--- src/glbl_cfg_consts.svh ---
// Global config block constants: bus widths, register map and reset values
`ifndef GLBL_CFG_CONSTS_SVH
`define GLBL_CFG_CONSTS_SVH

//---------------------------------------------------------------------------
// Bus widths
//---------------------------------------------------------------------------
// Register word
`define GLBL_CFG_DATA_W        32
// Byte address from the bus master
`define GLBL_CFG_ADDR_W        8
// Word index, taken from byte address bits 5..2
`define GLBL_CFG_IDX_W         4
`define GLBL_CFG_IDX_LSB       2
// Byte lanes
`define GLBL_CFG_BE_W          4
`define GLBL_CFG_BYTE_W        8

//---------------------------------------------------------------------------
// Register map
//---------------------------------------------------------------------------
`define GLBL_CFG_NUM_REGS      6
`define GLBL_CFG_IDX_SCRATCH0  0
`define GLBL_CFG_IDX_HARTID    1
`define GLBL_CFG_IDX_SCRATCH2  2
`define GLBL_CFG_IDX_IRQ       3
`define GLBL_CFG_IDX_SDR_CTRL1 4
`define GLBL_CFG_IDX_SDR_CTRL2 5

//---------------------------------------------------------------------------
// Reset values, the others come up as zero
//---------------------------------------------------------------------------
`define GLBL_CFG_RST_SCRATCH0  32'hDDCC_BBAA
`define GLBL_CFG_RST_HARTID    32'hA55A_A55A
`define GLBL_CFG_RST_SCRATCH2  32'hAABB_CCDD

// Implemented bits of the interrupt word, the rest read zero
`define GLBL_CFG_IRQ_USED_W    20
// Writable bits of SDRAM control word 1, init-done status sits just above
`define GLBL_CFG_SDR1_USED_W   30

`endif

--- src/glbl_cfg_pkg.sv ---
// Global config block types: register bus, pipeline stage and config outputs
`include "glbl_cfg_consts.svh"

package glbl_cfg_pkg;

    //-----------------------------------------------------------------------
    // Plain vector types
    //-----------------------------------------------------------------------
    typedef logic [`GLBL_CFG_DATA_W-1:0] data_t;
    typedef logic [`GLBL_CFG_ADDR_W-1:0] byte_addr_t;
    typedef logic [`GLBL_CFG_IDX_W-1:0]  reg_idx_t;
    typedef logic [`GLBL_CFG_BE_W-1:0]   be_t;
    typedef logic [`GLBL_CFG_DATA_W-1:0] hart_id_t;

    // Request from the bus master, held until ack
    typedef struct packed {
        logic       cs;
        logic       wr;
        byte_addr_t addr;
        data_t      wdata;
        be_t        be;
    } reg_req_t;

    // Response back to the master
    typedef struct packed {
        data_t rdata;
        logic  ack;
    } reg_rsp_t;

    // Captured access between capture, register bank and response stages
    typedef struct packed {
        logic     rd_en;
        logic     wr_en;
        reg_idx_t idx;
        data_t    wdata;
        be_t      be;
        // Access already under way, no second ack
        logic     rpt;
    } stage_req_t;

    // Interrupt control outputs
    typedef struct packed {
        logic [15:0] irq_lines;
        logic        soft_irq;
        logic [2:0]  user_irq;
    } irq_cfg_t;

    // SDRAM controller setup
    typedef struct packed {
        logic [1:0]  sdr_width;
        logic [1:0]  colbits;
        logic [3:0]  tras_d;
        logic [3:0]  trp_d;
        logic [3:0]  trcd_d;
        logic [3:0]  trcar_d;
        logic [3:0]  twr_d;
        logic [1:0]  req_depth;
        logic [2:0]  cas;
        logic        sdr_en;
        logic [2:0]  rfmax;
        logic [12:0] mode_reg;
        logic [11:0] rfsh;
    } sdr_cfg_t;

    // All implemented words, index 0 in the low slot
    typedef data_t [`GLBL_CFG_NUM_REGS-1:0] reg_file_t;

endpackage

--- src/glbl_cfg.sv ---
// Global config and status register block, three stage register bus pipeline
`timescale 1ns/10ps

module glbl_cfg (
    input  logic                   mclk,
    input  logic                   reset_n,

    // Register bus
    input  glbl_cfg_pkg::reg_req_t req,
    output glbl_cfg_pkg::reg_rsp_t rsp,

    // RISC hart identity and interrupt control
    output glbl_cfg_pkg::hart_id_t fuse_mhartid,
    output glbl_cfg_pkg::irq_cfg_t irq_cfg,

    // SDRAM controller setup and status
    input  logic                   sdr_init_done,
    output glbl_cfg_pkg::sdr_cfg_t sdr_cfg
);

    //-----------------------------------------------------------------------
    // Stage links
    //-----------------------------------------------------------------------
    // Captured access, shared by the bank and the response stage
    glbl_cfg_pkg::stage_req_t stage;
    // Register contents for the read mux
    glbl_cfg_pkg::reg_file_t  regs;

    //-----------------------------------------------------------------------
    // Stage 1, request capture
    //-----------------------------------------------------------------------
    glbl_cfg_req_capture u_capture (
        .mclk    (mclk),
        .reset_n (reset_n),
        .req     (req),
        .stage   (stage)
    );

    //-----------------------------------------------------------------------
    // Stage 2, register bank
    //-----------------------------------------------------------------------
    glbl_cfg_regbank u_regbank (
        .mclk          (mclk),
        .reset_n       (reset_n),
        .stage         (stage),
        .sdr_init_done (sdr_init_done),
        .regs          (regs),
        .fuse_mhartid  (fuse_mhartid),
        .irq_cfg       (irq_cfg),
        .sdr_cfg       (sdr_cfg)
    );

    //-----------------------------------------------------------------------
    // Stage 3, read data and ack
    //-----------------------------------------------------------------------
    // Same edge as the bank write
    glbl_cfg_read_resp u_resp (
        .mclk    (mclk),
        .reset_n (reset_n),
        .stage   (stage),
        .regs    (regs),
        .rsp     (rsp)
    );

endmodule

--- src/glbl_cfg_read_resp.sv ---
// Global config stage 3: read word select, read data and acknowledge
`timescale 1ns/10ps
`include "glbl_cfg_consts.svh"

module glbl_cfg_read_resp (
    input  logic                     mclk,
    input  logic                     reset_n,
    input  glbl_cfg_pkg::stage_req_t stage,
    input  glbl_cfg_pkg::reg_file_t  regs,
    output glbl_cfg_pkg::reg_rsp_t   rsp
);

    //-----------------------------------------------------------------------
    // Read select
    //-----------------------------------------------------------------------
    glbl_cfg_pkg::data_t rd_word;
    // First cycle of an access that has not been acked yet
    logic                acc_new;

    // Unmapped indices 6..15 fall through as zero
    always_comb begin
        rd_word = '0;
        for (int i = 0; i < `GLBL_CFG_NUM_REGS; i++) begin
            if (stage.idx == glbl_cfg_pkg::reg_idx_t'(i)) begin
                rd_word = regs[i];
            end
        end
    end

    //-----------------------------------------------------------------------
    // Ack qualification
    //-----------------------------------------------------------------------
    // rpt covers every cycle where the master still holds cs after ack
    assign acc_new = (stage.rd_en | stage.wr_en) & ~stage.rpt;

    //-----------------------------------------------------------------------
    // Response register
    //-----------------------------------------------------------------------
    always_ff @(posedge mclk or negedge reset_n) begin
        if (!reset_n) begin
            rsp.rdata <= '0;
            rsp.ack   <= 1'b0;
        end else begin
            // One cycle pulse per access
            rsp.ack <= acc_new;

            // Read data loaded only on a read and held until the next one
            if (acc_new && stage.rd_en) begin
                rsp.rdata <= rd_word;
            end
        end
    end

endmodule

--- src/glbl_cfg_regbank.sv ---
// Global config stage 2: register bank with byte-lane writes and config fields
`timescale 1ns/10ps
`include "glbl_cfg_consts.svh"

module glbl_cfg_regbank (
    input  logic                     mclk,
    input  logic                     reset_n,
    input  glbl_cfg_pkg::stage_req_t stage,
    input  logic                     sdr_init_done,
    output glbl_cfg_pkg::reg_file_t  regs,
    output glbl_cfg_pkg::hart_id_t   fuse_mhartid,
    output glbl_cfg_pkg::irq_cfg_t   irq_cfg,
    output glbl_cfg_pkg::sdr_cfg_t   sdr_cfg
);

    //-----------------------------------------------------------------------
    // Storage
    //-----------------------------------------------------------------------
    glbl_cfg_pkg::data_t                scratch0_q;
    glbl_cfg_pkg::data_t                hartid_q;
    glbl_cfg_pkg::data_t                scratch2_q;
    // Only the implemented interrupt bits
    logic [`GLBL_CFG_IRQ_USED_W-1:0]    irq_q;
    // Bits 29..0 of SDRAM control word 1
    logic [`GLBL_CFG_SDR1_USED_W-1:0]   sdr_ctrl1_q;
    glbl_cfg_pkg::data_t                sdr_ctrl2_q;

    // Per register write select
    logic [`GLBL_CFG_NUM_REGS-1:0]      wr_sel;
    // Current word with the written bytes merged in
    glbl_cfg_pkg::reg_file_t            wr_word;

    // Replace the enabled byte lanes of cur with wdata
    function automatic glbl_cfg_pkg::data_t be_merge(
        input glbl_cfg_pkg::data_t cur,
        input glbl_cfg_pkg::data_t wdata,
        input glbl_cfg_pkg::be_t   be
    );
        glbl_cfg_pkg::data_t res;
        res = cur;
        for (int b = 0; b < `GLBL_CFG_BE_W; b++) begin
            if (be[b]) begin
                res[b*`GLBL_CFG_BYTE_W +: `GLBL_CFG_BYTE_W] =
                    wdata[b*`GLBL_CFG_BYTE_W +: `GLBL_CFG_BYTE_W];
            end
        end
        return res;
    endfunction

    //-----------------------------------------------------------------------
    // Write decode
    //-----------------------------------------------------------------------
    // Indices 6..15 match nothing, so writes there drop out here
    always_comb begin
        for (int i = 0; i < `GLBL_CFG_NUM_REGS; i++) begin
            wr_sel[i]  = stage.wr_en && (stage.idx == glbl_cfg_pkg::reg_idx_t'(i));
            wr_word[i] = be_merge(regs[i], stage.wdata, stage.be);
        end
    end

    //-----------------------------------------------------------------------
    // Registers
    //-----------------------------------------------------------------------
    always_ff @(posedge mclk or negedge reset_n) begin
        if (!reset_n) begin
            scratch0_q  <= `GLBL_CFG_RST_SCRATCH0;
            hartid_q    <= `GLBL_CFG_RST_HARTID;
            scratch2_q  <= `GLBL_CFG_RST_SCRATCH2;
            irq_q       <= '0;
            sdr_ctrl1_q <= '0;
            sdr_ctrl2_q <= '0;
        end else begin
            if (wr_sel[`GLBL_CFG_IDX_SCRATCH0]) begin
                scratch0_q <= wr_word[`GLBL_CFG_IDX_SCRATCH0];
            end
            if (wr_sel[`GLBL_CFG_IDX_HARTID]) begin
                hartid_q <= wr_word[`GLBL_CFG_IDX_HARTID];
            end
            if (wr_sel[`GLBL_CFG_IDX_SCRATCH2]) begin
                scratch2_q <= wr_word[`GLBL_CFG_IDX_SCRATCH2];
            end
            // Upper interrupt bits are not kept
            if (wr_sel[`GLBL_CFG_IDX_IRQ]) begin
                irq_q <= wr_word[`GLBL_CFG_IDX_IRQ][`GLBL_CFG_IRQ_USED_W-1:0];
            end
            // Status bit 30 and bit 31 are not writable
            if (wr_sel[`GLBL_CFG_IDX_SDR_CTRL1]) begin
                sdr_ctrl1_q <= wr_word[`GLBL_CFG_IDX_SDR_CTRL1][`GLBL_CFG_SDR1_USED_W-1:0];
            end
            if (wr_sel[`GLBL_CFG_IDX_SDR_CTRL2]) begin
                sdr_ctrl2_q <= wr_word[`GLBL_CFG_IDX_SDR_CTRL2];
            end
        end
    end

    //-----------------------------------------------------------------------
    // Register file view for the read mux
    //-----------------------------------------------------------------------
    always_comb begin
        regs = '0;
        regs[`GLBL_CFG_IDX_SCRATCH0] = scratch0_q;
        regs[`GLBL_CFG_IDX_HARTID]   = hartid_q;
        regs[`GLBL_CFG_IDX_SCRATCH2] = scratch2_q;
        regs[`GLBL_CFG_IDX_IRQ][`GLBL_CFG_IRQ_USED_W-1:0] = irq_q;
        regs[`GLBL_CFG_IDX_SDR_CTRL1][`GLBL_CFG_SDR1_USED_W-1:0] = sdr_ctrl1_q;
        // Live SDRAM init status
        regs[`GLBL_CFG_IDX_SDR_CTRL1][`GLBL_CFG_SDR1_USED_W] = sdr_init_done;
        regs[`GLBL_CFG_IDX_SDR_CTRL2] = sdr_ctrl2_q;
    end

    //-----------------------------------------------------------------------
    // Config outputs, straight from the flops
    //-----------------------------------------------------------------------
    assign fuse_mhartid = hartid_q;

    always_comb begin
        irq_cfg.irq_lines = irq_q[15:0];
        irq_cfg.soft_irq  = irq_q[16];
        irq_cfg.user_irq  = irq_q[19:17];
    end

    always_comb begin
        // Control word 1
        sdr_cfg.sdr_width = sdr_ctrl1_q[1:0];
        sdr_cfg.colbits   = sdr_ctrl1_q[3:2];
        sdr_cfg.tras_d    = sdr_ctrl1_q[7:4];
        sdr_cfg.trp_d     = sdr_ctrl1_q[11:8];
        sdr_cfg.trcd_d    = sdr_ctrl1_q[15:12];
        sdr_cfg.trcar_d   = sdr_ctrl1_q[19:16];
        sdr_cfg.twr_d     = sdr_ctrl1_q[23:20];
        sdr_cfg.req_depth = sdr_ctrl1_q[25:24];
        sdr_cfg.cas       = sdr_ctrl1_q[28:26];
        sdr_cfg.sdr_en    = sdr_ctrl1_q[29];
        // Control word 2, bits 31..28 stored but unused
        sdr_cfg.rfmax     = sdr_ctrl2_q[2:0];
        sdr_cfg.mode_reg  = sdr_ctrl2_q[15:3];
        sdr_cfg.rfsh      = sdr_ctrl2_q[27:16];
    end

endmodule

--- src/glbl_cfg_req_capture.sv ---
// Global config stage 1: registers the bus request and flags repeat cycles
`timescale 1ns/10ps
`include "glbl_cfg_consts.svh"

module glbl_cfg_req_capture (
    input  logic                     mclk,
    input  logic                     reset_n,
    input  glbl_cfg_pkg::reg_req_t   req,
    output glbl_cfg_pkg::stage_req_t stage
);

    //-----------------------------------------------------------------------
    // Chip select history
    //-----------------------------------------------------------------------
    // First delay flop, the second one is stage.rpt
    logic cs_d1;

    //-----------------------------------------------------------------------
    // Request register
    //-----------------------------------------------------------------------
    // Everything from the bus is flopped once so the bus sees no
    // combinational path into the register bank
    always_ff @(posedge mclk or negedge reset_n) begin
        if (!reset_n) begin
            cs_d1       <= 1'b0;
            stage.rd_en <= 1'b0;
            stage.wr_en <= 1'b0;
            stage.rpt   <= 1'b0;
            stage.idx   <= '0;
            stage.wdata <= '0;
            stage.be    <= '0;
        end else begin
            // Split cs into read and write strobes
            stage.rd_en <= req.cs & ~req.wr;
            stage.wr_en <= req.cs & req.wr;

            // Word index from byte address
            stage.idx   <= req.addr[`GLBL_CFG_IDX_LSB +: `GLBL_CFG_IDX_W];

            // Payload
            stage.wdata <= req.wdata;
            stage.be    <= req.be;

            // cs delayed twice
            // High while the master still holds an access that was already
            // acknowledged or is about to be
            cs_d1       <= req.cs;
            stage.rpt   <= cs_d1;
        end
    end

endmodule

--- config.mk ---
export PLATFORM = sky130hd
export DESIGN_NAME = glbl_cfg
export DESIGN_NICKNAME = d
export VERILOG_FILES = /design/src/glbl_cfg_pkg.sv /design/src/glbl_cfg.sv /design/src/glbl_cfg_read_resp.sv /design/src/glbl_cfg_regbank.sv /design/src/glbl_cfg_req_capture.sv
export VERILOG_INCLUDE_DIRS = /design/src
export SDC_FILE = /design/constraint.sdc
export NUM_CORES = 1
export LEC_CHECK = 0
export ABC_AREA = 1
export BUFFER_PORTS_ARGS = -buffer_cell sky130_fd_sc_hd__clkbuf_2
export CAP_MARGIN = 10
export CORE_ASPECT_RATIO = 2
export CORE_MARGIN = 4
export CORE_UTILIZATION = 40
export DETAILED_ROUTE_END_ITERATION = 7
export GPL_ROUTABILITY_DRIVEN = 1
export HOLD_SLACK_MARGIN = 0.06
export SYNTH_ARGS = -nofsm -noshare
export SYNTH_HDL_FRONTEND = slang
export SYNTH_SLANG_ARGS = --single-unit
--- constraint.sdc ---
create_clock -name mclk -period 2.1 [get_ports mclk]
set_input_delay 0.525 -clock mclk [delete_from_list [all_inputs] [get_ports mclk]]
set_output_delay 0.525 -clock mclk [all_outputs]
set_load 0.02 [all_outputs]
==> metrics.csv <==
metric,value,unit
die height,245,um
Fmax,506,MHz
Post-synth EDFFs,0,
Met1 Wirelength,11500,um
clock share of power,38.1,%
gpl congestion,0.813,
drt pass-1 iters,5,
DR vias/cell,4.87,
layout cell share with drive strength beyond 1,25.0,%
Worst Path Required,2540,ps
Net Sw Frac,28.0,%
Area Overhead vs Synth,13.5,%
Longest Clk Path Bufs,3,
slowest cell on the critical path,nand2_1,
core outline area,27700,um2
drt initial violations,510,
DPL Wire Length,21600,um
CP arrival,2420,ps
post-detailed-route wirelength per cell,17.6,um
leakage power,6.42,nW
Syn Area/Cell,8.80,um2
clock latency at the later pin of the worst-skew pair,540,ps
# rows,86,
sequential group share of total power,48.0,%
startpoint types,flop,
Total GRT Usage,19.7,%
final wirelength,30500,um
"Reg clk slew, reported paths",70,ps
adder-cell share of the synthesized area,0,%
TritonCTS clock tree,built,
CTS buffer count,25,
ys flop type,dfrtp_1,
Port Buffers,187,
final core utilization,46.2,%
r2r startpoint,u_capture.stage[37]$_DFF_PN0_,
worst r2r path cells,7,
unrepaired setup endpoints after global routing,yes,
Ant. Diodes,0,
initial cell density of the core,40.7,%
DRC errors left,0,
CP Class,reg2reg,
initial antenna violation count,1,
Yosys reg bits,255,
routed wl met3,1270,um
Psw,0.00347,W
critical path endpoint category,flop,
num ports,192,
largest net degree at the start of global routing,71,
Num Clock Sinks,255,
number of max-cap violations,0,
xor and xnor area share after synthesis,0,%
Top Metal Used,met5,
total power,0.0124,W
most frequent cells in the layout,"nand2_1 (403), dfrtp_1 (199), clkbuf_2 (186)",
end of the worst register-to-register path,u_regbank.fuse_mhartid[29]$_DFFE_PN1P_,
synthesis warning total,0,
main combinational cell family by area after synthesis,simple AND/OR/NAND/NOR gates,
Comb pwr share,13.9,%
Synth Net Count,1329,
Max VDD drop,0.000973,V
fin crit share,94.2,%
layout net count,1415,
clk root buf,clkbuf_16,
outcome,finished clean,
Slew HR,57.1,%
CTS H-tree lvls,1,
worst hold path class,in2reg,
# setup viols final,0,
peak fanout along the critical path,16,
met2 WL,16900,um
Int Pwr,0.00894,W
fillers,2722,
Fin Clk Skew,17.8,ps
"reg-to-reg slack, setup",120,ps
vias in the first global route,8494,
Synth Area in Compound Gates,9.80,%
DR vias,8456,
"most common cell after layout, fill and taps aside",nand2_1,
placed cells,1690,
hold path startpoint,req[9],
peak per-stage delay on the critical path,420,ps
Synth Area in Simple Gates,20.8,%
Die ar.,31100,um2
Pins Over Slew Limit,0,
Netlist Area Pre-Place,11300,um2
grt total ovfl,0,
Pwr per Cell Area,971,nW/um2
hold-critical path depth,1,
Post-synth ARST share,100,%
Crit path top cell by count,nand2_1,
Worst Hold End,u_capture.stage[10]$_DFF_PN0_,
"non-filler cells, final",1737,
Final Critical Period,1980,ps
DRT antenna net count,0,
sequential share of the synthesized area,57.3,%
Worst-Margin Slew,641,ps
post-synthesis mux area share,0,%
Yosys cell types,25,
Syn Inst Count,1280,
Final Hold Viols,0,
DIE WIDTH,127,um
critical-path cell list,"inv_2, nor2_4, buf_4, nand2_1, nor2_2, nand2_1, o21ai_0",
first-pass GRT wire length,48100,um
worst max-delay path by stage:
stage | slack, ps | start | endpoint | depth (start not counted)
floorplan | 630 | u_capture.stage[39]$_DFF_PN0_ | u_regbank.scratch0_q[14]$_DFFE_PN0P_ | 7
global placement | 200 | u_capture.stage[38]$_DFF_PN0_ | u_regbank.irq_q[14]$_DFFE_PN0P_ | 6
detailed placement | 120 | u_capture.stage[37]$_DFF_PN0_ | u_regbank.fuse_mhartid[29]$_DFFE_PN1P_ | 7
CTS | 90 | u_capture.stage[37]$_DFF_PN0_ | u_regbank.fuse_mhartid[29]$_DFFE_PN1P_ | 7
global route | -30 | u_capture.stage[37]$_DFF_PN0_ | u_regbank.fuse_mhartid[9]$_DFFE_PN0P_ | 7
finish | 120 | u_capture.stage[37]$_DFF_PN0_ | u_regbank.fuse_mhartid[29]$_DFFE_PN1P_ | 7
synth_stat cells (12+ instances only):
library cell	n	area, um2
nand2_1	406	1520
dfrtp_1	199	4980
buf_4	110	826
o21ai_1	96	480
o21ai_0	85	425
nor2_1	81	304
inv_1	80	300
dfstp_2	56	1470
nand3_1	45	225
clkbuf_1	26	97.6
buf_2	20	100
nand4_1	20	125
a21oi_1	12	60.1
metrics by stage:
step	TNS [ps]	hold slack (ps)	cell area (um2)	setup slack, ps
4_1_cts	0	65.2	12800	93.1
6_report	0	90.2	12800	122
5_1_grt	-74.3	71.1	12800	-26.1
3_3_place_gp	0	337	11900	198
2_1_floorplan	0	229	11300	627
3_5_place_dp	0	351	11900	118
timing repair:
action                                 in CTS  in global routing
setup endpoints to repair                   0                 10
resized for setup                           0                  2
endpoints found under the hold margin      26                  0
hold buffers                                1                  0
setup buffers                               0                  0
worst max-delay path, delay by kind of cell, from the launching register on:
| family | cells | cell delay [ps] |
|---|---|---|
| AND/OR/NAND/NOR | 4 | 890 |
| flip-flops | 1 | 390 |
| buffers and inverters | 2 | 310 |
| AO/OA/AOI/OAI | 1 | 310 |
area by class of cell:
class                           instances  area [um2]  share of cell area, %
Clock inverter                          8         119                  0.930
Multi-Input combinational cell        780        3450                   27.0
Timing Repair Buffer                  221        1270                   9.90
Tap cell                              352         440                   3.44
Sequential cell                       255        6450                   50.5
Inverter                               83         312                   2.44
Clock buffer                           38         744                   5.82
sequential cells by signal (all words and copies together), names as in the netlist:
signal and cells:
u_capture.stage 43, u_regbank.fuse_mhartid 32, u_regbank.irq_q 20, u_regbank.sdr_ctrl1_q 30
u_capture.cs_d1 1, u_resp.rsp 33, u_regbank.sdr_ctrl2_q 32, u_regbank.scratch2_q 32
u_regbank.scratch0_q 32
per-layer routing:
layer  vias up  GRT usage (%)
met4         2           6.25
met3        59           2.61
li1       4141              -
met1      4052           22.9
met5         -              0
met2       202           36.9
kinds of logic after synthesis:
family          after synthesis
compound gates              212
buf+inv                     245
flops                       255
simple gates                568
power groups by stage:
| stage | Sequential (W) | Combinational (W) | Clock (W) |
|---|---|---|---|
| final | 0.00595 | 0.00173 | 0.00473 |
| after global routing | 0.00602 | 0.00193 | 0.00504 |
| after CTS | 0.00595 | 0.00176 | 0.00485 |
| after detailed placement | 0.00604 | 0.00176 | 0 |
| after global placement | 0.00602 | 0.00172 | 0 |
| after floorplan | 0.00598 | 0.00137 | 0 |
No activity file was read; power rests on OpenSTA's default activity.
